==> config.mk <==
export PLATFORM = sky130hd
export DESIGN_NAME = byte_bank
export DESIGN_NICKNAME = d
export VERILOG_FILES = /design/src/rtl/mem_pkg.sv /design/src/rtl/byte_bank.sv
export SDC_FILE = /design/constraint.sdc
export NUM_CORES = 2
export LEC_CHECK = 0
export BUFFER_PORTS_ARGS = -buffer_cell sky130_fd_sc_hd__buf_2
export CAP_MARGIN = 10
export CORE_ASPECT_RATIO = 0.6
export CORE_MARGIN = 2
export CORE_UTILIZATION = 63
export CTS_BUF_LIST = sky130_fd_sc_hd__clkbuf_8 sky130_fd_sc_hd__clkbuf_16
export DETAILED_ROUTE_END_ITERATION = 6
export PLACE_DENSITY_LB_ADDON = 0.05
export SLEW_MARGIN = 20
export SYNTH_ARGS = -nofsm -noshare
export SYNTH_HDL_FRONTEND = slang
export SYNTH_SLANG_ARGS = --single-unit
==> constraint.sdc <==
create_clock -name clk -period 2.34 [get_ports clk]
set_input_delay 0.234 -clock clk [delete_from_list [all_inputs] [get_ports clk]]
set_output_delay 0.234 -clock clk [all_outputs]
set_load 0.005 [all_outputs]
==> src/rtl/mem_pkg.sv <==
package mem_pkg;

    ////////////////////////////////////////////////////////////////////////////
    // Memory geometry
    ////////////////////////////////////////////////////////////////////////////

    localparam int WORD_W = 32;
    localparam int BYTE_W = 8;
    localparam int HALF_W = 2 * BYTE_W;
    localparam int ADDR_W = 32;
    localparam int LANES  = WORD_W / BYTE_W;
    localparam int DEPTH  = 256;

    // Index and byte offset widths derived from the geometry
    localparam int IDX_W  = $clog2(DEPTH);
    localparam int OFF_W  = $clog2(LANES);

    ////////////////////////////////////////////////////////////////////////////
    // Vector types
    ////////////////////////////////////////////////////////////////////////////

    typedef logic [WORD_W-1:0] word_t;
    typedef logic [BYTE_W-1:0] byte_t;
    typedef logic [ADDR_W-1:0] addr_t;
    typedef logic [IDX_W-1:0]  widx_t;
    typedef logic [LANES-1:0]  lane_mask_t;

endpackage

==> src/rtl/byte_bank.sv <==
`timescale 1ns/10ps

module byte_bank (
    input  logic            clk,
    input  logic            rst_n,
    input  logic            we,
    input  mem_pkg::widx_t  idx,
    input  mem_pkg::byte_t  wbyte,
    output mem_pkg::byte_t  rbyte
);
    import mem_pkg::*;

    byte_t mem [DEPTH];

    // Contents start cleared
    initial begin
        for (int i = 0; i < DEPTH; i++) begin
            mem[i] = '0;
        end
    end

    // Synchronous write
    always_ff @(posedge clk) begin
        if (we) begin
            mem[idx] <= wbyte;
        end
    end

    // Registered read, returns the byte held before any write this edge
    always_ff @(posedge clk or negedge rst_n) begin
        if (!rst_n) begin
            rbyte <= '0;
        end else begin
            rbyte <= mem[idx];
        end
    end

endmodule

-- After elaboration in Yosys (flattened, before gate mapping)
Memories as Yosys holds them, arrays and structs flattened. A register that Yosys moved wholly into a read port is not among the register bits.
Cells that the tools add are included.
- register bits: 0
- bits in writable memories: 2048
- logic and storage cells: 4
- output and inout port bits: 8
- bits in latches: 0
- ROM bits: 0
- memories: 1
- $add $sub $neg: 0
- div/mod/pow operators: 0
- mux-type cells: 2
- multiply operators: 0
- $lt $le $gt $ge: 0
- shift operators: 0
- reductions and logical operators: 1
- bitwise logic cells: 0
- equal/unequal tests: 0
- memories (memory ; depth ; width ; rd ports ; clocked after memory_dff ; write ports ; RTL line ; RTL):
    mem ; 256 ; 8 ; 1 ; 1 ; 1 ; byte_bank.sv:13 ; byte_t mem [DEPTH];
- operator list (kind ; count):
    2-to-1 mux 1 bit ; 2
    zero test 1 bit ; 1

-- Longest topological paths before layout
- depth after elaboration: 2
- mapped depth: 9

-- Worst setup path before layout
OpenSTA, ideal clock, no wires.
- path type: input to register
- start point: input idx[3]
- end point: memory mem[105][0] (netlist name), enable pin
- slack: -0.079 ns
- stages: 8
- data arrival time: 2.048 ns
- buffers on the path: 5
- cell sequence: clkbuf_1 -> nor2b_1 -> buf_2 -> clkbuf_1 -> clkbuf_1 -> nand3_1 -> clkbuf_1 -> nor2_1
- RTL lines (what ; RTL line ; RTL):
    start, declared ; byte_bank.sv:7 ; input mem_pkg::widx_t idx,
    end, declared ; byte_bank.sv:13 ;
No word-level cell before the write port.

==> summary.txt <==
Run status
  • Status: complete, but fails checks
  • Failing checks: setup timing

Setup path
  • WP data required: around 3 ns
  • Worst R2R Setup Slack: -0.03 ns
  • Reg2reg end: rbyte[6]
  • R2r worst-path depth: 7
  • Worst reg2reg startpoint: mem[56][6]
  • Crit path arrival time: 3.01 ns
  • Critical path fanouts, max: 1
  • Setup crit end kind: flop
  • CP Launch Type: flop
  • CP Class: flop to flop

Logic synthesis
  • Dominant cell type by area after synthesis: edfxtp_1
  • Most frequent cells after synthesis: edfxtp_1, mux4_2, a22oi_1, nor2_1, a21oi_1
  • Synthesized area per cell: roughly 22 sq um
  • Synth top area share: 78.3%
  • Count leader, synth: edfxtp_1
  • Sequential share of the synthesized area: between 70% and 80%
  • Post-synthesis cell type count: 22
  • Synth Cell Area: ~80000 sq um
  • Yosys warns: 0
  • Post-synthesis async set-or-reset flop share: less than 1%
  • Flops & latches, synth: between 2k and 2.5k
  • Post-synth EDFFs: between 2k and 2.5k
  • Top post-synthesis cells by area: edfxtp_1, mux4_2, a22oi_1, nor2_1, a21oi_1
  • Cells after Synth: approximately 3.5k
  • Predominant post-synthesis flop cell: edfxtp_1
  • Mapped Nets: roughly 3.6k

Clocking
  • Clk_lat worst skew: 0.79 ns
  • Htree depth: 4
  • Num CTS Buffers: approximately 180
  • TritonCTS Sinks: approximately 2.1k
  • Clk slew on worst S/H paths: roughly 0.070 ns
  • Postcts setup bufs: 0
  • CTS tree: yes
  • Largest buffer count on any clock path: 3
  • Clock root buffer: clkbuf_16

Die
  • Die extent in x: roughly 460 microns
  • Initial Util: a little under two thirds
  • Io pins: 27
  • Die height: around 280 microns
  • Core area: 124000 sq um
  • Die ar.: 128000 sq um
  • # rows: 100

Pwr
  • PwrDens: ~800 nW/um^2
  • Sw Ratio: between 20% and 30%
  • P_leak: about 0.03 uW
  • Net Switching: around 15000 uW
  • IR drop worst, VDD: between 0.8 and 0.9 mV
  • Clk network pwr share: about two fifths
  • Reg power frac: 56.0%
  • Pint: 57300 uW
  • Combinational fraction of design power: ~5.6%

Global route
  • Initial antenna violation count: 5
  • Pin count of the biggest net entering global routing: 96
  • First-pass GRT wire length: ~290000 microns
  • Grt total ovfl: 0
  • Vias in the first global route: around 40k
  • GRT Overall Usage: between 30% and 40%

Placed design
  • GPL Wtd Cong: around 0.9
  • Final HPWL from detailed placement: 130000 microns
  • I/O Buffers: 26

STA
  • Hold Vio Cnt, Final: 0
  • Worst-margin pin slew: 1.02 ns
  • Slew Limit Fails: 0
  • Fin Clk Skew: about 0.026 ns
  • Hold WS: 0.0140 ns
  • Max-Slew Margin vs Limit: between 30% and 40%
  • Tmin final: around 2.4 ns
  • Tcrit/Tclk final: 101%
  • Setup violators final: 1
  • Worst Slack Setup Final: -0.0315 ns
  • TNS Setup: -0.0315 ns
  • Fmax: between 400 and 500 MHz

Cells and area
  • Footprint of the multi-input gates: approximately 16000 sq um
  • Final Core Density: about 74%
  • Share of layout cells above drive strength 1: around a third
  • Layout overhead on the synthesized area: 16.3%
  • Filler cell count: approximately 6.8k
  • Register Area: 61700 sq um
  • Final net count: between 4k and 5k

Detailed routing
  • DRT Pass-1 Iters: 5
  • Drt wl/cell: roughly 33 microns
  • DRC violations left: 0
  • Via count: approximately 40k
  • ANT nets after route: 0
  • Total wire length: 198000 microns
  • DRT iter0 DRCs: between 6k and 7k
  • Vias/cell: between 6 and 7

Worst hold path
  • Worst hold path type: input port to flop
  • Worst Hold Endpoint: mem[160][6]
  • Hold_sp: wbyte[6]
  • Hold Path Stages: 1

Job
  • Max Cap Viol: 0
worst max-delay path by stage:
stage | from | to | depth (start not counted)
after CTS | mem[168][4] | rbyte[4] | 6
after global placement | idx[0] | rbyte[0] | 9
after floorplan | idx[3] | mem[105][0] | 8
after detailed placement | idx[0] | rbyte[2] | 9
final | mem[56][6] | rbyte[6] | 7
after global routing | mem[191][0] | rbyte[0] | 6
cells in the final DEF, fill, tap and decap left out, types with 41 or more instances in the layout:
cell,instances
a21oi_1,117
clkinv_1,43
edfxtp_1,2048
nor2_1,217
a22oi_1,241
clkbuf_16,185
buf_12,88
inv_1,41
mux4_2,512
buf_4,540
per-layer routing:
metal / GRT usage (%) / up-vias / wire [microns]
li1: - / 16300 / -
met1: 51.1 / 21400 / 78900
met2: 43.4 / 2731 / 85300
met3: 10.1 / 285 / 29300
met4: 8.11 / 4 / 4720
met5: 0 / - / 34
repair_timing:
| item | 4_1_cts | 5_1_grt |
|---|---|---|
| pin swaps | 2 | 3 |
| hold buffers | 4 | 0 |
| hold endpoints to repair | 70 | 0 |
| gates cloned | 0 | 0 |
| gates resized for setup | 12 | 27 |
| setup endpoints to repair | 6 | 8 |
power groups by stage:
| stage | registers [uW] | logic (uW) | clock network, uW |
|---|---|---|---|
| floorplan | 41400 | 1800 | 0 |
| global placement | 41400 | 3840 | 0 |
| detailed placement | 41400 | 3940 | 0 |
| CTS | 40600 | 3980 | 28200 |
| finish | 40600 | 4050 | 27800 |
| global route | 40600 | 4240 | 29500 |
layout make-up:
| class | count | share of cell area, % |
|---|---|---|
| Timing Repair Buffer | 658 | 6.66 |
| Sequential cell | 2056 | 67.6 |
| Tap cell | 1632 | 2.24 |
| Multi-Input combinational cell | 1257 | 17.6 |
| Clock inverter | 136 | 0.892 |
| Antenna cell | 2 | 0.00548 |
| Inverter | 1 | 0.00411 |
| Clock buffer | 185 | 5.07 |
stage by stage:
step	setup slack, ns	area, sq um	total power, uW	cells
after floorplan	-0.0786	78500	43200	3546
after global placement	-0.954	85600	45300	5600
after detailed placement	-0.956	85600	45400	5600
after CTS	0.000140	91100	72800	5925
after global routing	-0.0231	91300	74400	5927
final	-0.0315	91300	72500	5927
kinds of logic after synthesis:
group / count (synthesis) / share of synthesized area, %
AOI/OAI and AO/OA: 416 / 3.62
buffers and inverters: 233 / 1.35
muxes: 512 / 14.7
DFF: 2056 / 78.6
and+or+nand+nor: 329 / 1.73
sequential cells by signal (all words and copies together) (netlist names):
| register | count |
|---|---|
| mem | 2048 |
| rbyte | 8 |
critical path, cell delays in order, from the launching register on:
cell and delay, ns:
edfxtp_1 0.37, mux4_2 0.47, a22oi_1 0.19, buf_4 0.17
a21oi_1 0.17, o41ai_2 0.56, buf_4 0.19, nand4_1 0.10
Power figures use the tool's default switching activity.
