<file path="src/rtl/mem_pkg.sv">
package mem_pkg;

    ////////////////////////////////////////////////////////////////////////////
    // Memory geometry
    ////////////////////////////////////////////////////////////////////////////

    localparam int WORD_W = 32;
    localparam int BYTE_W = 8;
    localparam int HALF_W = 2 * BYTE_W;
    localparam int ADDR_W = 32;
    localparam int LANES  = WORD_W / BYTE_W;
    localparam int DEPTH  = 256;

    // Index and byte offset widths derived from the geometry
    localparam int IDX_W  = $clog2(DEPTH);
    localparam int OFF_W  = $clog2(LANES);

    ////////////////////////////////////////////////////////////////////////////
    // Vector types
    ////////////////////////////////////////////////////////////////////////////

    typedef logic [WORD_W-1:0] word_t;
    typedef logic [BYTE_W-1:0] byte_t;
    typedef logic [ADDR_W-1:0] addr_t;
    typedef logic [IDX_W-1:0]  widx_t;
    typedef logic [LANES-1:0]  lane_mask_t;

endpackage

</file>
<file path="src/rtl/lsu_pkg.sv">
package lsu_pkg;

    ////////////////////////////////////////////////////////////////////////////
    // Load/store access codes
    ////////////////////////////////////////////////////////////////////////////

    localparam int CODE_W = 3;

    // Same encoding as the RISC-V funct3 field
    typedef logic [CODE_W-1:0] size_op_t;

    // Signed byte, halfword and full word
    localparam size_op_t OP_B  = 3'b000;
    localparam size_op_t OP_H  = 3'b001;
    localparam size_op_t OP_W  = 3'b010;

    // Unsigned byte and halfword, loads only
    localparam size_op_t OP_BU = 3'b100;
    localparam size_op_t OP_HU = 3'b101;

    // Codes 011, 110 and 111 are undefined

endpackage

</file>
<file path="src/rtl/load_extend.sv">
`timescale 1ns/10ps

module load_extend (
    input  logic                        clk,
    input  logic                        rst_n,
    input  logic                        ld_go,
    input  lsu_pkg::size_op_t           op,
    input  logic [mem_pkg::OFF_W-1:0]   byte_off,
    input  mem_pkg::word_t              lane_rdata,
    output mem_pkg::word_t              ld_data,
    output logic                        ld_valid
);
    import mem_pkg::*;
    import lsu_pkg::*;

    size_op_t          op_q;
    logic [OFF_W-1:0]  off_q;
    word_t             shifted;
    word_t             extended;

    ////////////////////////////////////////////////////////////////////////////
    // Request stage aligned with the bank read
    ////////////////////////////////////////////////////////////////////////////

    always_ff @(posedge clk or negedge rst_n) begin
        if (!rst_n) begin
            ld_valid <= 1'b0;
            op_q     <= OP_W;
            off_q    <= '0;
        end else begin
            ld_valid <= ld_go;
            op_q     <= op;
            off_q    <= byte_off;
        end
    end

    ////////////////////////////////////////////////////////////////////////////
    // Byte select and extension
    ////////////////////////////////////////////////////////////////////////////

    // Addressed byte or halfword moved down to bit 0
    assign shifted = lane_rdata >> {off_q, 3'b000};

    always_comb begin
        case (op_q)
            OP_B: begin
                extended = {{(WORD_W-BYTE_W){shifted[BYTE_W-1]}}, shifted[BYTE_W-1:0]};
            end
            OP_BU: begin
                extended = {{(WORD_W-BYTE_W){1'b0}}, shifted[BYTE_W-1:0]};
            end
            OP_H: begin
                extended = {{(WORD_W-HALF_W){shifted[HALF_W-1]}}, shifted[HALF_W-1:0]};
            end
            OP_HU: begin
                extended = {{(WORD_W-HALF_W){1'b0}}, shifted[HALF_W-1:0]};
            end
            // Full word passes through
            default: begin
                extended = shifted;
            end
        endcase
    end

    // Bus stays quiet between results
    assign ld_data = ld_valid ? extended : '0;

endmodule

</file>
<file path="config.mk">
export PLATFORM = sky130hd
export DESIGN_NAME = load_extend
export DESIGN_NICKNAME = d
export VERILOG_FILES = /design/src/rtl/mem_pkg.sv /design/src/rtl/lsu_pkg.sv /design/src/rtl/load_extend.sv
export SDC_FILE = /design/constraint.sdc
export NUM_CORES = 1
export LEC_CHECK = 0
export BUFFER_PORTS_ARGS = -buffer_cell sky130_fd_sc_hd__clkbuf_2
export CAP_MARGIN = 30
export CORE_MARGIN = 5
export CORE_UTILIZATION = 35
export CTS_CLUSTER_DIAMETER = 40
export DETAILED_ROUTE_END_ITERATION = 16
export PLACE_DENSITY = 0.74
export SLEW_MARGIN = 0
export SYNTH_ARGS = -nofsm -noshare
export SYNTH_HDL_FRONTEND = slang
export SYNTH_SLANG_ARGS = --single-unit
</file>
<file path="constraint.sdc">
create_clock -name clk -period 4.71 [get_ports clk]
set_clock_uncertainty 0.2 [all_clocks]
set_input_delay 0.471 -clock clk [delete_from_list [all_inputs] [get_ports clk]]
set_output_delay 0.471 -clock clk [all_outputs]
set_load 0.02 [all_outputs]
</file>
# Word-level counts from Yosys, hierarchy flattened
# Index checks and enable logic that the tools add are counted.
[op_classes]
n_eq_ne = 3
n_shift = 1
n_mux = 2
reduce_logical = 1
[op_table]
columns = ["operator", "count"]
rows = [
  ["32-bit one-hot mux with 4 select lines", 1],
  ["32-bit 2-to-1 mux", 1],
  ["32-bit by 5-bit >> shifter with 32-bit output", 1],
  ["3-bit == test (second input constant)", 2],
  ["3-bit by 1-bit == test with 1-bit output (second input constant)", 1],
  ["3-bit logical NOT", 1],
]
[word_totals]
reg_bits = 6
inputBits = 40
out_inout_bits = 33
word_cells = 10

# Depth between registers and ports, before layout
[depth]
ltp_word = 3
mapped_depth = 6
ltp_nobuf = 4

# Worst setup path before layout
# No wires, ideal clock.
[synth_timing]
path_kind = "register -> output"
start = "reg ld_valid"
end = "out ld_data[24]"
arrival_time_ns = 1.600
required_ns = 4.039
setup_slack_ns = 2.439
stages_incl_launch_ff = 6
n_path_buf = 2
cell_sequence = "dfrtp_1 clkbuf_1 and3b_1 clkbuf_1 nand2_1 o21ai_0"
[synth_between]
elab_chain_len = 1
[synth_lines]
columns = ["element", "line", "text"]
rows = [
  ["from (decl)", "load_extend.sv:11", "output logic ld_valid"],
  ["from (signal assigned)", "load_extend.sv:31", "ld_valid <= ld_go;"],
  ["32-bit 2-to-1 mux", "load_extend.sv:66", "assign ld_data = ld_valid ? extended : '0;"],
  ["to (decl)", "load_extend.sv:10", "output mem_pkg::word_t ld_data,"],
]
# Every way passes these cells.

# Worst setup path in the final report
[layout_timing]
start = "reg off_q[1]"
end = "out ld_data[23]"
[layout_between]
elab_chain_len = 3
[layout_lines]
columns = ["element", "line", "text"]
rows = [
  ["from (decl)", "load_extend.sv:17", "logic [OFF_W-1:0] off_q;"],
  ["from (signal assigned)", "load_extend.sv:33", "off_q <= byte_off;"],
  ["32-bit by 5-bit >> shifter with 32-bit output", "load_extend.sv:42", "assign shifted = lane_rdata >> {off_q, 3'b000};"],
  ["32-bit one-hot mux with 4 select lines", "load_extend.sv:45", "case (op_q)"],
  ["32-bit 2-to-1 mux", "load_extend.sv:66", ""],
]
# Every way passes these cells.

==> results.sh <==
export IMPL_status="finished, final reports clean"
export IMPL_setup_slack_ns=1.377
export IMPL_crit_slowest_cell="dfrtp_1"
export IMPL_vias=1163
export IMPL_crit_family="flip-flops"
export IMPL_cts_setup_buffers=0
export IMPL_whs_ns=0.1179
export IMPL_min_path_type="in2reg"
export IMPL_avgSynthCellArea_sq_um=7.892
export IMPL_syn_instance_count=117
export IMPL_synth_compound_area_share_pct=29.54
export IMPL_synthArstFlopShare_pct=100.0
export IMPL_drcViolationCount=0
export IMPL_totalWireLength_um=3139
export IMPL_clkPwrFrac_pct=21.6
export IMPL_cpPeakStageDelay_ns=1.01
export IMPL_n_fill_cell=245
export IMPL_io_pins=73
export IMPL_drv_cap=0
export IMPL_post_synth_and_or_nand_nor_area_fraction_pct=18.02
export IMPL_die_w_um=61.37
export IMPL_power_share_combinational_pct=50.9
export IMPL_cp_start_kind="register"
export IMPL_critPathBufInv=1
export IMPL_slew_headroom_pct=32.41
export IMPL_power_w=0.0002326
export IMPL_grt_max_degree=28
export IMPL_overflow=0
export IMPL_finalCritPeriodShare_pct=70.77
export IMPL_hold_path_depth=1
export IMPL_gp_congestion=0.7388
export IMPL_coreArea_sq_um=2500
export IMPL_first_global_vias=1047
export IMPL_tightestPinTransition_ns=1.014
export IMPL_viasPerCell=5.460
export IMPL_wl_per_cell_um=14.74
export IMPL_drive_above_1_share_pct=48.09
export IMPL_num_rows=18
export IMPL_drt_iter0_markers=55
export IMPL_ys_types=23
export IMPL_cp_max_fo=27
export IMPL_dieArea_sq_um=3766
export IMPL_tritoncts="yes"
export IMPL_seqPwrFrac_pct=27.5
export IMPL_grt_usage_pct=15.81
export IMPL_clk_path_buf_depth=2
export IMPL_p_sw_w=0.00009340
export IMPL_pre_cts_ws_ns=1.666
export IMPL_cts_resized_gates=0
export IMPL_synthAdderAreaFrac_pct=0
export IMPL_peakVddDrop_v=0.0001553
export IMPL_cts_root_buf="clkbuf_4"
export IMPL_worstSetupEndpointType="output pin"
export IMPL_yosysMostFrequentCell="o21ai_0"
export IMPL_dpl_hpwl_um=2465
export IMPL_synth_area_sq_um=923.4
export IMPL_maxSlewViolCount=0
export IMPL_grt_first_pass_wirelength_um=4554
export IMPL_period_minus_slack_ns=3.333
export IMPL_netlist_area_leader_share_pct=18.43
export IMPL_area_growth_pct=42.41
export IMPL_ys_seq_elements=6
export IMPL_synth_xor_area_share_pct=0
export IMPL_synth_top_area_cell="mux2i_1"
export IMPL_p_sw_share_pct=40.15
export IMPL_synthTopCellsByArea="mux2i_1, dfrtp_1, o21ai_0"
export IMPL_critPathKind="reg2out"
export IMPL_crit_required_ns=4.04
export IMPL_hold_viol=0
export IMPL_ant_nets=0
export IMPL_powerDensity_nw_per_um2=176.9
export IMPL_ys_seq_area_share_pct=16.40
export IMPL_first_pass_iters=4
export IMPL_max_freq_ghz=0.3000
export IMPL_p_leak_nw=0.7553
export IMPL_syn_nets=157
export IMPL_cts_buffers=3
export IMPL_setup_viol=0
export IMPL_cp_depth=5
export IMPL_start_util_pct=36.94
export IMPL_synth_warnings=0
export IMPL_synthTopCellsByCount="o21ai_0, mux2i_1, nand2_1, a21oi_1, and3_1"
export IMPL_synth_edf_count=0
export IMPL_cts_hold_buf=1
export IMPL_place_area_sq_um=1279
export IMPL_p_int_w=0.0001392
export IMPL_grt_antenna_before_repair=0
export IMPL_num_antenna_cells=0
export IMPL_htree_levels=1
export IMPL_synthMuxAreaShare_pct=28.46
export IMPL_synth_top_family_by_area="compound AO/OA/AOI/OAI gates"
export IMPL_fin_nets=224
export IMPL_clkSlewWorstSetupHoldPaths_ns=0.05
export IMPL_cts_sinks=6
export IMPL_path_cells="mux2i_2 > mux2i_1 > o211ai_2 > o21ai_0 > clkbuf_2"
export IMPL_critPathArrivalTime_ns=2.66
export IMPL_finalInstanceArea_sq_um=1315
export IMPL_numPortBuffers=72
export IMPL_setup_tns_ns=0
export IMPL_ys_flop_type="dfrtp_1"
export IMPL_die_y_um=61.37
export IMPL_rsz0062_at_grt="no"
layout make-up:
class                   instances  area [sq um]  share of cell area (%)
repair buffers                 74         397.9                   30.26
well taps                      30         37.54                   2.854
flip-flops and latches          6         151.4                   11.51
multi-input cells              99         701.9                   53.38
clock buffers                   4         26.28                   1.998
layer usage:
layer  vias up  GRT usage [%]  wire length, um
met5         -              0                0
met4         0          2.727                3
met3         2          4.612              352
met2        66          26.28             1527
met1       528          20.66             1256
li1        567              -                -
state kept, by name, indices dropped and copies added (netlist names):
signal and count:
op_q 3, ld_valid 1, off_q 2
worst paths after layout:
check                      startpoint     endpoint  slack [ns]
worst max-delay path         off_q[1]  ld_data[23]        1.38
worst min-delay path            op[1]      op_q[1]        0.12
max in group asynchronous       rst_n      op_q[1]        3.70
min in group asynchronous       rst_n     ld_valid        0.38
power by group through the flow:
stage	registers (W)	logic, W	clock network, W
floorplan	0.0000576	0.0000787	0
CTS	0.0000638	0.000119	0.0000534
finish	0.0000640	0.000118	0.0000503
global route	0.0000646	0.000128	0.0000596
detailed placement	0.0000646	0.000118	0
global placement	0.0000673	0.000110	0
metrics by stage:
step,util [%],cells
after floorplan,-,117
after global placement,50.05,207
after detailed placement,51.15,208
after CTS,52.60,213
after global routing,52.60,213
final,52.60,213
logic make-up after synthesis:
| kind of cell | after synthesis |
|---|---|
| buffers and inverters | 12 |
| AND/OR/NAND/NOR | 32 |
| AO/OA/AOI/OAI | 42 |
| multiplexers | 25 |
| flip-flops | 6 |
cell usage in the layout, fill, tap and decap left out, types with 2 or more instances in the layout:
cell type  synthesis  final
o211a_1            7      7
nor3b_1            2      2
clkbuf_2           0     72
clkbuf_4           0      3
o21ai_0           24     24
nor2b_1            2      2
nand2_1           16     16
mux2_2             7      7
a21oi_1            8      8
mux2i_1           17     17
dfrtp_1            5      5
and3_1             8      8
(Power assumes the default switching activity.)
