[src/rtl/mem_pkg.sv]
package mem_pkg;

    ////////////////////////////////////////////////////////////////////////////
    // Memory geometry
    ////////////////////////////////////////////////////////////////////////////

    localparam int WORD_W = 32;
    localparam int BYTE_W = 8;
    localparam int HALF_W = 2 * BYTE_W;
    localparam int ADDR_W = 32;
    localparam int LANES  = WORD_W / BYTE_W;
    localparam int DEPTH  = 256;

    // Index and byte offset widths derived from the geometry
    localparam int IDX_W  = $clog2(DEPTH);
    localparam int OFF_W  = $clog2(LANES);

    ////////////////////////////////////////////////////////////////////////////
    // Vector types
    ////////////////////////////////////////////////////////////////////////////

    typedef logic [WORD_W-1:0] word_t;
    typedef logic [BYTE_W-1:0] byte_t;
    typedef logic [ADDR_W-1:0] addr_t;
    typedef logic [IDX_W-1:0]  widx_t;
    typedef logic [LANES-1:0]  lane_mask_t;

endpackage

[src/rtl/lsu_pkg.sv]
package lsu_pkg;

    ////////////////////////////////////////////////////////////////////////////
    // Load/store access codes
    ////////////////////////////////////////////////////////////////////////////

    localparam int CODE_W = 3;

    // Same encoding as the RISC-V funct3 field
    typedef logic [CODE_W-1:0] size_op_t;

    // Signed byte, halfword and full word
    localparam size_op_t OP_B  = 3'b000;
    localparam size_op_t OP_H  = 3'b001;
    localparam size_op_t OP_W  = 3'b010;

    // Unsigned byte and halfword, loads only
    localparam size_op_t OP_BU = 3'b100;
    localparam size_op_t OP_HU = 3'b101;

    // Codes 011, 110 and 111 are undefined

endpackage

[src/rtl/access_steer.sv]
`timescale 1ns/10ps

module access_steer (
    input  logic                        clk,
    input  logic                        rst_n,
    input  logic                        st_en,
    input  logic                        ld_en,
    input  lsu_pkg::size_op_t           op,
    input  mem_pkg::addr_t              addr,
    input  mem_pkg::word_t              wdata,
    output mem_pkg::widx_t              word_idx,
    output mem_pkg::lane_mask_t         lane_we,
    output mem_pkg::word_t              lane_wdata,
    output logic                        ld_go,
    output logic [mem_pkg::OFF_W-1:0]   byte_off,
    output logic                        fault
);
    import mem_pkg::*;
    import lsu_pkg::*;

    lane_mask_t size_mask;
    logic       aligned;
    logic       st_code_ok;
    logic       st_legal;
    logic       ld_req;
    logic       ld_legal;

    ////////////////////////////////////////////////////////////////////////////
    // Size and alignment decode
    ////////////////////////////////////////////////////////////////////////////

    always_comb begin
        case (op)
            OP_B, OP_BU: begin
                size_mask = 4'b0001;
                aligned   = 1'b1;
            end
            OP_H, OP_HU: begin
                size_mask = 4'b0011;
                aligned   = ~addr[0];
            end
            OP_W: begin
                size_mask = 4'b1111;
                aligned   = (addr[OFF_W-1:0] == '0);
            end
            // Undefined codes never pass
            default: begin
                size_mask = '0;
                aligned   = 1'b0;
            end
        endcase
    end

    // Stores only take the signed codes
    assign st_code_ok = (op == OP_B) || (op == OP_H) || (op == OP_W);
    assign st_legal   = st_en & st_code_ok & aligned;

    // Store wins when both strobes are up
    assign ld_req     = ld_en & ~st_en;
    assign ld_legal   = ld_req & aligned;

    assign word_idx   = addr[IDX_W+OFF_W-1:OFF_W];
    assign byte_off   = addr[OFF_W-1:0];
    assign ld_go      = ld_legal;
    assign lane_we    = st_legal ? lane_mask_t'(size_mask << byte_off) : '0;

    // Replicate the low store bytes into every lane they may land in
    always_comb begin
        case (op)
            OP_B:    lane_wdata = {LANES{wdata[BYTE_W-1:0]}};
            OP_H:    lane_wdata = {(LANES/2){wdata[HALF_W-1:0]}};
            default: lane_wdata = wdata;
        endcase
    end

    always_ff @(posedge clk or negedge rst_n) begin
        if (!rst_n) begin
            fault <= 1'b0;
        end else begin
            fault <= (st_en & ~st_legal) | (ld_req & ~ld_legal);
        end
    end

endmodule

[config.mk]
export PLATFORM = sky130hd
export DESIGN_NAME = access_steer
export DESIGN_NICKNAME = d
export VERILOG_FILES = /design/src/rtl/mem_pkg.sv /design/src/rtl/lsu_pkg.sv /design/src/rtl/access_steer.sv
export SDC_FILE = /design/constraint.sdc
export NUM_CORES = 1
export LEC_CHECK = 0
export ABC_AREA = 0
export BUFFER_PORTS_ARGS = -buffer_cell sky130_fd_sc_hd__buf_2
export CAP_MARGIN = 20
export CORE_MARGIN = 1
export CORE_UTILIZATION = 27
export CTS_BUF_LIST = sky130_fd_sc_hd__clkbuf_16
export CTS_CLUSTER_DIAMETER = 150
export CTS_CLUSTER_SIZE = 14
export DETAILED_ROUTE_END_ITERATION = 12
export GPL_ROUTABILITY_DRIVEN = 0
export GPL_TIMING_DRIVEN = 0
export MAX_ROUTING_LAYER = met4
export PLACE_DENSITY_LB_ADDON = 0.12
export SLEW_MARGIN = 20
export SYNTH_ARGS = -nofsm -noshare
export SYNTH_HDL_FRONTEND = slang
export SYNTH_SLANG_ARGS = --single-unit
[constraint.sdc]
create_clock -name clk -period 1.25 [get_ports clk]
set_input_delay 0.1875 -clock clk [delete_from_list [all_inputs] [get_ports clk]]
set_output_delay 0.1875 -clock clk [all_outputs]
set_load 0.005 [all_outputs]
### Yosys cells after proc, flatten, opt, wreduce, memory -nomap -nowiden

Cells that the tools add are included.

* register bits: 1
* latch bits: 0
* memory bits (writable): 0
* memory bits (read-only): 0
* output and inout bits: 48
* logic and storage cells: 27
* memories: 0

* add/subtract/negate cells: 0
* multiply operators: 0
* div/mod/pow operators: 0
* magnitude comparators: 0
* equal/unequal tests: 4
* shift-type cells: 1
* multiplexer cells: 4
* bitwise logic cells: 11
* reduce and logical (&&, ||, !) cells: 6

Operator list (number)
* one-hot mux 32 bit (2 select lines): 1
* one-hot mux 4 bit (3 select lines): 1
* AND 1 bit: 6
* == test 3 bit, second input constant: 2
* 2-to-1 mux 4 bit: 1
* inverter 1 bit: 4
* OR reduction 2 bit: 2
* << shifter 4 x 2 -> 4 bit: 1
* == test 3 x 1 -> 1 bit, second input constant: 1
* == test 3 x 2 -> 1 bit, second input constant: 1
* zero test 3 bit: 1
* one-hot mux 1 bit (3 select lines): 1
* zero test 2 bit: 1
* logical OR 1 bit: 2
* bitwise OR 1 bit: 1

### Longest topological paths before layout

Gate-level depths: netlist (run 1).

* word-level depth: 8
* gate-level depth with buffers: 5

### Worst setup path before layout (run 1)

Ideal clock, no wire load.

* path kind: input port to output port
* from: input port op[1]
* to: output port lane_wdata[10]
* arrival time: 994 ps
* required time: 1062 ps
* setup slack: 68 ps
* cell stages on the path: 3
* buffers on the path: 1
* path through: buf_6 -> nor3_4 -> mux2_2

* word-level cells in the longest chain between the ends: 2
* elaborated cells between the ends (all ways): 3
* classes of those cells: eq/ne (1); mux (1); reduce/logical (1)

Ends and longest elaborated chain
* from (decl): RTL line access_steer.sv:8 `input lsu_pkg::size_op_t op,`
* == test 3 x 1 -> 1 bit or zero test 3 bit (tied branches): RTL line access_steer.sv:69 `case (op)`
* one-hot mux 32 bit (2 select lines) *: RTL line access_steer.sv:69
* to (decl): RTL line access_steer.sv:13 `output mem_pkg::word_t lane_wdata,`

Every way passes the cells marked *; elsewhere a longest branch is shown, timed or not.

### Worst setup path after layout (run 1)

* from: input port op[0]
* to: output port lane_wdata[9]

Same word-level chain as after synthesis.

==> results.yml, run 1 <==
status:
  violated_checks: "setup timing"
  status: "finished with violations"
min_path:
  holdCritPathClass: "in -> reg"
  worstHoldStart: "st_en"
  worst_hold_path.endpoint: "fault"
  hold_depth: 3
job:
  cap_violations: 0
timing:
  fin_ws_ns: -0.0241
  rsz0062_at_grt: "yes"
  setup-violations-final: 8
  finalSetupTns_ns: -0.174
  final-max-slew-violation-count: 0
  timing.slew.headroom_pct: 77.5
  maximum_operating_frequency_ghz: 0.785
  finalCritPeriodShare_pct: 102
  final_period_minus_worst_setup_slack_ns: 1.27
  hold_viol_final: 0
  worst_pin_slew_ns: 0.329
grt:
  grt_antenna_before_repair: 0
  use_met3_pct: 0.292
  vias_in_the_first_global_route: 849
  grtUsageMet2_pct: 29.3
  busiest_layer: "met2"
  gr-total-overflow: 0
  gr-usage-all-layers_pct: 16.1
  largest_net_degree_at_the_start_of_global_routing: 11
  grt_pass1_wl_um: 3370
  met1_usage_pct: 20.8
setup_path:
  cpMaxStageDelayCell: "sky130_fd_sc_hd__mux2_4"
  cell_by_cell_trace_of_the_critical_path: "buf_12 -> nor3_4 -> buf_6 -> mux2_4 -> buf_6"
  timing.critical_path.max_delay_family: "buffers and inverters"
  worstPathRequired_ns: 1.06
  critPathMaxFanout: 7
  startpoint_kind_of_the_worst_setup_timing_path: "input pin"
  path_class: "in -> out"
  setup.worst_path.end_class: "output pin"
  critPathMostFrequentCell: "sky130_fd_sc_hd__buf_6"
  worstPathArrival_ns: 1.09
  worst-path-buf-inv: 3
  worst_path_largest_cell_delay_ns: 0.31
pwr:
  design_power_total_mw: 0.512
  peak_supply_drop_v: 0.000241
  pwr_density_cell_mw_per_mm2: 373
  cellLeakagePower_nw: 0.781
yosys:
  post_synth_instance_area_um2: 676
  post_synth_and_or_nand_nor_area_fraction_pct: 14.4
  ys.warnings.count: 0
  netlist.top_cell.by_area: "sky130_fd_sc_hd__mux2_2"
  instance_count_of_the_mapped_netlist: 86
  asyncSetResetFlopFracSynth_pct: 100
  synthMuxAreaShare_pct: 38.5
  synth_cell_types: 21
  postSynthRegisterBits: 1
  synth_xor_area_share_pct: 1.30
  synth_fa_ha_area_share_pct: 0
  synth_top_flop_cell: "sky130_fd_sc_hd__dfrtp_1"
  number_of_enable_type_register_cells_in_the_synthesized_netlist: 0
  synth_top_family_by_area: "multiplexers"
  yosys-top-cells-count: "sky130_fd_sc_hd__buf_4, sky130_fd_sc_hd__mux2_2, sky130_fd_sc_hd__a21oi_1, sky130_fd_sc_hd__nor2_1, sky130_fd_sc_hd__mux2i_1"
  most_frequent_cell_after_synthesis: "sky130_fd_sc_hd__buf_4"
  synthesis.area_per_instance_um2: 7.86
  ys_seq_area_share_pct: 3.70
  synthesis.nets: 157
  synthDominantCellAreaShare_pct: 26.7
  ys_top_cells_by_area: "sky130_fd_sc_hd__mux2_2, sky130_fd_sc_hd__buf_4, sky130_fd_sc_hd__mux2i_1, sky130_fd_sc_hd__a21oi_1, sky130_fd_sc_hd__nor2_1"
  synth_compound_gate_area_share_pct: 15.0
die:
  die_outline_width_um: 52.0
  rows: 17
  die-height_um: 52.0
  initial_core_utilization_pct: 29.7
  ioPinCount: 119
  fp.coreArea_mm2: 0.00228
  die-area_mm2: 0.00271
layout:
  drive_above_1_share_pct: 74.6
  biggest_registers_after_layout: "fault: 1 flops"
  design.final.nets: 254
  final_util_pct: 60.2
  register_with_the_highest_flop_count: "fault"
  flow.area_growth_from_synthesis_pct: 103
  largest_register_ffs: 1
  inserted_diodes: 0
route:
  routed_wirelength_um: 2440
  drt_iter0_drc: 3
  route.vias.total: 944
  drt.antenna.violating_nets: 0
  via_per_inst: 4.52
  drtPass1Iterations: 2
  mean_routed_wirelength_per_cell_um: 11.7
  remaining_drc_errors: 0
place:
  dp_hpwl_um: 1700
  detailedPlace.worstSlack_ns: -0.228
  buffer_ports.inserted: 86
cts:
  clk_pin_slew_ns: 0
-- through the flow --
step / cells / hold WS [ns] / area [um^2]
global route: 209 / 0.510 / 1370
finish: 209 / 0.488 / 1370
detailed placement: 200 / -0.0368 / 1140
global placement: 200 / -0.0379 / 1140
CTS: 206 / 0.491 / 1280
floorplan: 86 / -0.108 / 676
-- what timing repair did --
item / in CTS / in global routing
gates cloned: 0 / 1
endpoints found under the hold margin: 1 / 0
setup buffers: 5 / 2
setup endpoints to repair: 14 / 22
pin swaps: 2 / 3
resized for setup: 20 / 16
hold buffers: 1 / 0
-- how the worst max path moves through the flow --
stage	endpoint	slack, ns	startpoint	cells past startpoint
global placement	lane_wdata[12]	-0.23	op[2]	4
floorplan	lane_wdata[10]	0.07	op[1]	3
global route	lane_wdata[14]	-0.07	op[0]	5
detailed placement	lane_wdata[9]	-0.23	op[2]	4
CTS	lane_wdata[9]	-0.01	op[1]	5
finish	lane_wdata[9]	-0.02	op[0]	5
-- logic make-up after synthesis --
kind of cell,Yosys count
flip-flops,1
multiplexers,24
XOR/XNOR,1
buffers and inverters,25
AND/OR/NAND/NOR,18
AO/OA/AOI/OAI,17
-- power by group --
| part | total (mW) | internal [mW] | switching (mW) |
|---|---|---|---|
| logic | 0.475 | 0.297 | 0.178 |
| clock network | 0 | 0 | 0 |
| registers | 0.0364 | 0.0360 | 0.000473 |
-- worst min-delay path, cell delays in order --
cell and delay, ns:
sky130_fd_sc_hd__buf_2 0.11, sky130_fd_sc_hd__inv_1 0.06, sky130_fd_sc_hd__o32ai_1 0.07
-- per-layer routing --
metal / vias up / part of all wire, %
met1: 407 / 40
li1: 482 / -
met5: - / 0
met4: 0 / 0
met3: 0 / 7.9
met2: 55 / 52
-- layout make-up --
class,instances,area (um^2)
multi-input combinational,60,513
fill,201,906
sequential,1,25.0
inverter,2,7.51
buffer,23,199
timing repair buffer,95,591
tap,28,35.0
-- cells in the final DEF (no fill, tap or decap), types with 2 or more instances in the layout --
cell type	Yosys	final
sky130_fd_sc_hd__buf_4	19	23
sky130_fd_sc_hd__mux2_4	0	12
sky130_fd_sc_hd__buf_12	0	2
sky130_fd_sc_hd__o21ai_0	2	2
sky130_fd_sc_hd__nor2_1	11	11
sky130_fd_sc_hd__buf_6	2	17
sky130_fd_sc_hd__mux2i_1	8	8
sky130_fd_sc_hd__inv_1	2	2
sky130_fd_sc_hd__a21oi_1	11	11
sky130_fd_sc_hd__buf_2	2	75
sky130_fd_sc_hd__mux2_2	16	4
sky130_fd_sc_hd__nor3_1	2	2
Note: power is estimated with default switching activity, not from simulation.
==> inputs of run 2 (changes only) <==
CORE_UTILIZATION = 28   (was 27)
CTS_BUF_LIST = sky130_fd_sc_hd__clkbuf_8   (was sky130_fd_sc_hd__clkbuf_16)
RECOVER_POWER = 25   (was not set)
==> run 2 against run 1 <==
  * The run still ends with setup timing left
  * Cell count is 0.48% lower
  * Combinational power shrank 1%
  * Global-route usage about the same
  * Hold slack worse by 0.0026 ns
  * First-iteration DRC count increased to 2.7 times the previous value
  * Setup slack worse by 0.011 ns
  * Power shrank 1.4%
  * Sequential power barely moved
  * Critical endpoint is now lane_wdata[14]
  * Largest cell class unchanged
==> results.yml, run 2 (synthesis gave the netlist of run 1 again) <==
place:
  buffer_ports.inserted: 86
  post_dp_cell_area_mm2: 0.00114
  dp_hpwl_um: 1740
  detailedPlace.worstSlack_ns: -0.232
layout:
  design.final.nets: 253
  flow.area_growth_from_synthesis_pct: 100
  mostFrequentLayoutCell: "sky130_fd_sc_hd__buf_2"
  drive_above_1_share_pct: 74.4
  final_util_pct: 60.6
  final.fill_count: 207
  layout.cell_area.non_filler_mm2: 0.00135
  largest_register_ffs: 1
  biggest_registers_after_layout: "fault: 1 flops"
  inserted_diodes: 0
  register_with_the_highest_flop_count: "fault"
  final_cell_mix: "sky130_fd_sc_hd__buf_2, sky130_fd_sc_hd__buf_4, sky130_fd_sc_hd__mux2_4"
grt:
  vias_in_the_first_global_route: 815
  grt_pass1_wl_um: 3310
  grt_antenna_before_repair: 0
  busiest_layer: "met2"
  gr-total-overflow: 0
  largest_net_degree_at_the_start_of_global_routing: 11
  use_met3_pct: 0.893
  gr-usage-all-layers_pct: 16.1
  grtUsageMet2_pct: 30.3
  met1_usage_pct: 19.7
pwr:
  seq_power_share_pct: 7.2
  power_dissipated_by_switching_net_loads_mw: 0.179
  internal_power_mw: 0.325
  power.combinational.fraction_pct: 92.8
  cellLeakagePower_nw: 0.773
  power.switching_fraction_pct: 35.5
  pwr_density_cell_mw_per_mm2: 373
  p_clk_share_pct: 0
  peak_supply_drop_v: 0.000222
timing:
  final-max-slew-violation-count: 0
  maximum_operating_frequency_ghz: 0.778
  final_period_minus_worst_setup_slack_ns: 1.29
  rsz0062_at_grt: "yes"
  fin_ws_ns: -0.0352
  worst_pin_slew_ns: 0.349
  timing.slew.headroom_pct: 76.1
  finalSetupTns_ns: -0.263
  setup-violations-final: 8
  hold_viol_final: 0
  finalCritPeriodShare_pct: 103
die:
  die-height_um: 51.1
  fp.coreArea_mm2: 0.00223
  ioPinCount: 119
  die_outline_width_um: 51.1
  rows: 17
  initial_core_utilization_pct: 30.3
  die-area_mm2: 0.00261
setup_path:
  startpoint_kind_of_the_worst_setup_timing_path: "input pin"
  critPathMostFrequentCell: "sky130_fd_sc_hd__buf_12"
  worstPathRequired_ns: 1.06
  worstPathArrival_ns: 1.10
  worst_path_largest_cell_delay_ns: 0.31
  setup.worst_path.end_class: "output pin"
  worst-path-buf-inv: 3
  cpMaxStageDelayCell: "sky130_fd_sc_hd__mux2_4"
  cell_by_cell_trace_of_the_critical_path: "buf_12 -> nor3_4 -> buf_12 -> mux2_4 -> buf_6"
  path_class: "in -> out"
  critPathMaxFanout: 8
  timing.critical_path.max_delay_family: "buffers and inverters"
route:
  drtPass1Iterations: 3
  mean_routed_wirelength_per_cell_um: 11.7
  drt_iter0_drc: 8
  remaining_drc_errors: 0
  drt.antenna.violating_nets: 0
  routed_wirelength_um: 2430
  route.vias.total: 958
  via_per_inst: 4.61
min_path:
  holdCritPathClass: "in -> reg"
cts:
  clk_pin_slew_ns: 0
status:
  violated_checks: "setup timing"
  status: "finished with violations"
job:
  cap_violations: 0
==> run 2: cell types whose count changed in the layout (fill, tap and decap cells not counted), sizes merged <==
cell and delta:
buf -7, clkbuf +6
==> run 2: repair_timing <==
action / CTS / global route
cloned: 0 / 1
buffers inserted: 5 / 1
pin swaps: 2 / 2
endpoints found under the setup margin: 15 / 22
hold endpoints to repair: 1 / 0
hold buffers: 1 / 0
resized for setup: 20 / 12
==> run 2: area by class of cell <==
class	instances	area [um^2]	area share, %
buffer	23	199	14.7
inverter	2	7.51	0.555
multi-input combinational	60	517	38.2
sequential	1	25.0	1.85
tap	28	35.0	2.59
timing repair buffer	94	569	42.1
==> run 2: routing by layer <==
layer,vias to the layer above,share of wire (%)
li1,476,-
met1,430,41
met2,52,52
met3,0,6.8
met4,0,0
met5,-,0
==> run 2: power by group through the flow <==
stage | combinational [mW] | clock, mW | sequential, mW
2_1_floorplan | 0.196 | 0 | 0.0373
3_3_place_gp | 0.377 | 0 | 0.0366
3_5_place_dp | 0.379 | 0 | 0.0365
4_1_cts | 0.444 | 0 | 0.0365
5_1_grt | 0.507 | 0 | 0.0371
6_report | 0.468 | 0 | 0.0365
==> run 2: worst paths after layout <==
kind / start / to / slack (ns) / cells after the start
max in group asynchronous: rst_n / fault / 0.67 / 2
min in group asynchronous: rst_n / fault / 0.50 / 2
max: op[0] / lane_wdata[14] / -0.04 / 5
min: st_en / fault / 0.49 / 3
==> run 2: through the flow <==
| step | cells | hold slack, ns | total power, mW |
|---|---|---|---|
| final | 208 | 0.485 | 0.505 |
| after global routing | 208 | 0.510 | 0.544 |
| after CTS | 206 | 0.485 | 0.480 |
| after detailed placement | 200 | -0.0368 | 0.415 |
| after global placement | 200 | -0.0381 | 0.413 |
| after floorplan | 86 | -0.108 | 0.233 |
==> run 2: worst min-delay path: cells and delay by family <==
| family | cells | cell delay, ns |
|---|---|---|
| compound gates | 1 | 0.07 |
| buf+inv | 2 | 0.17 |
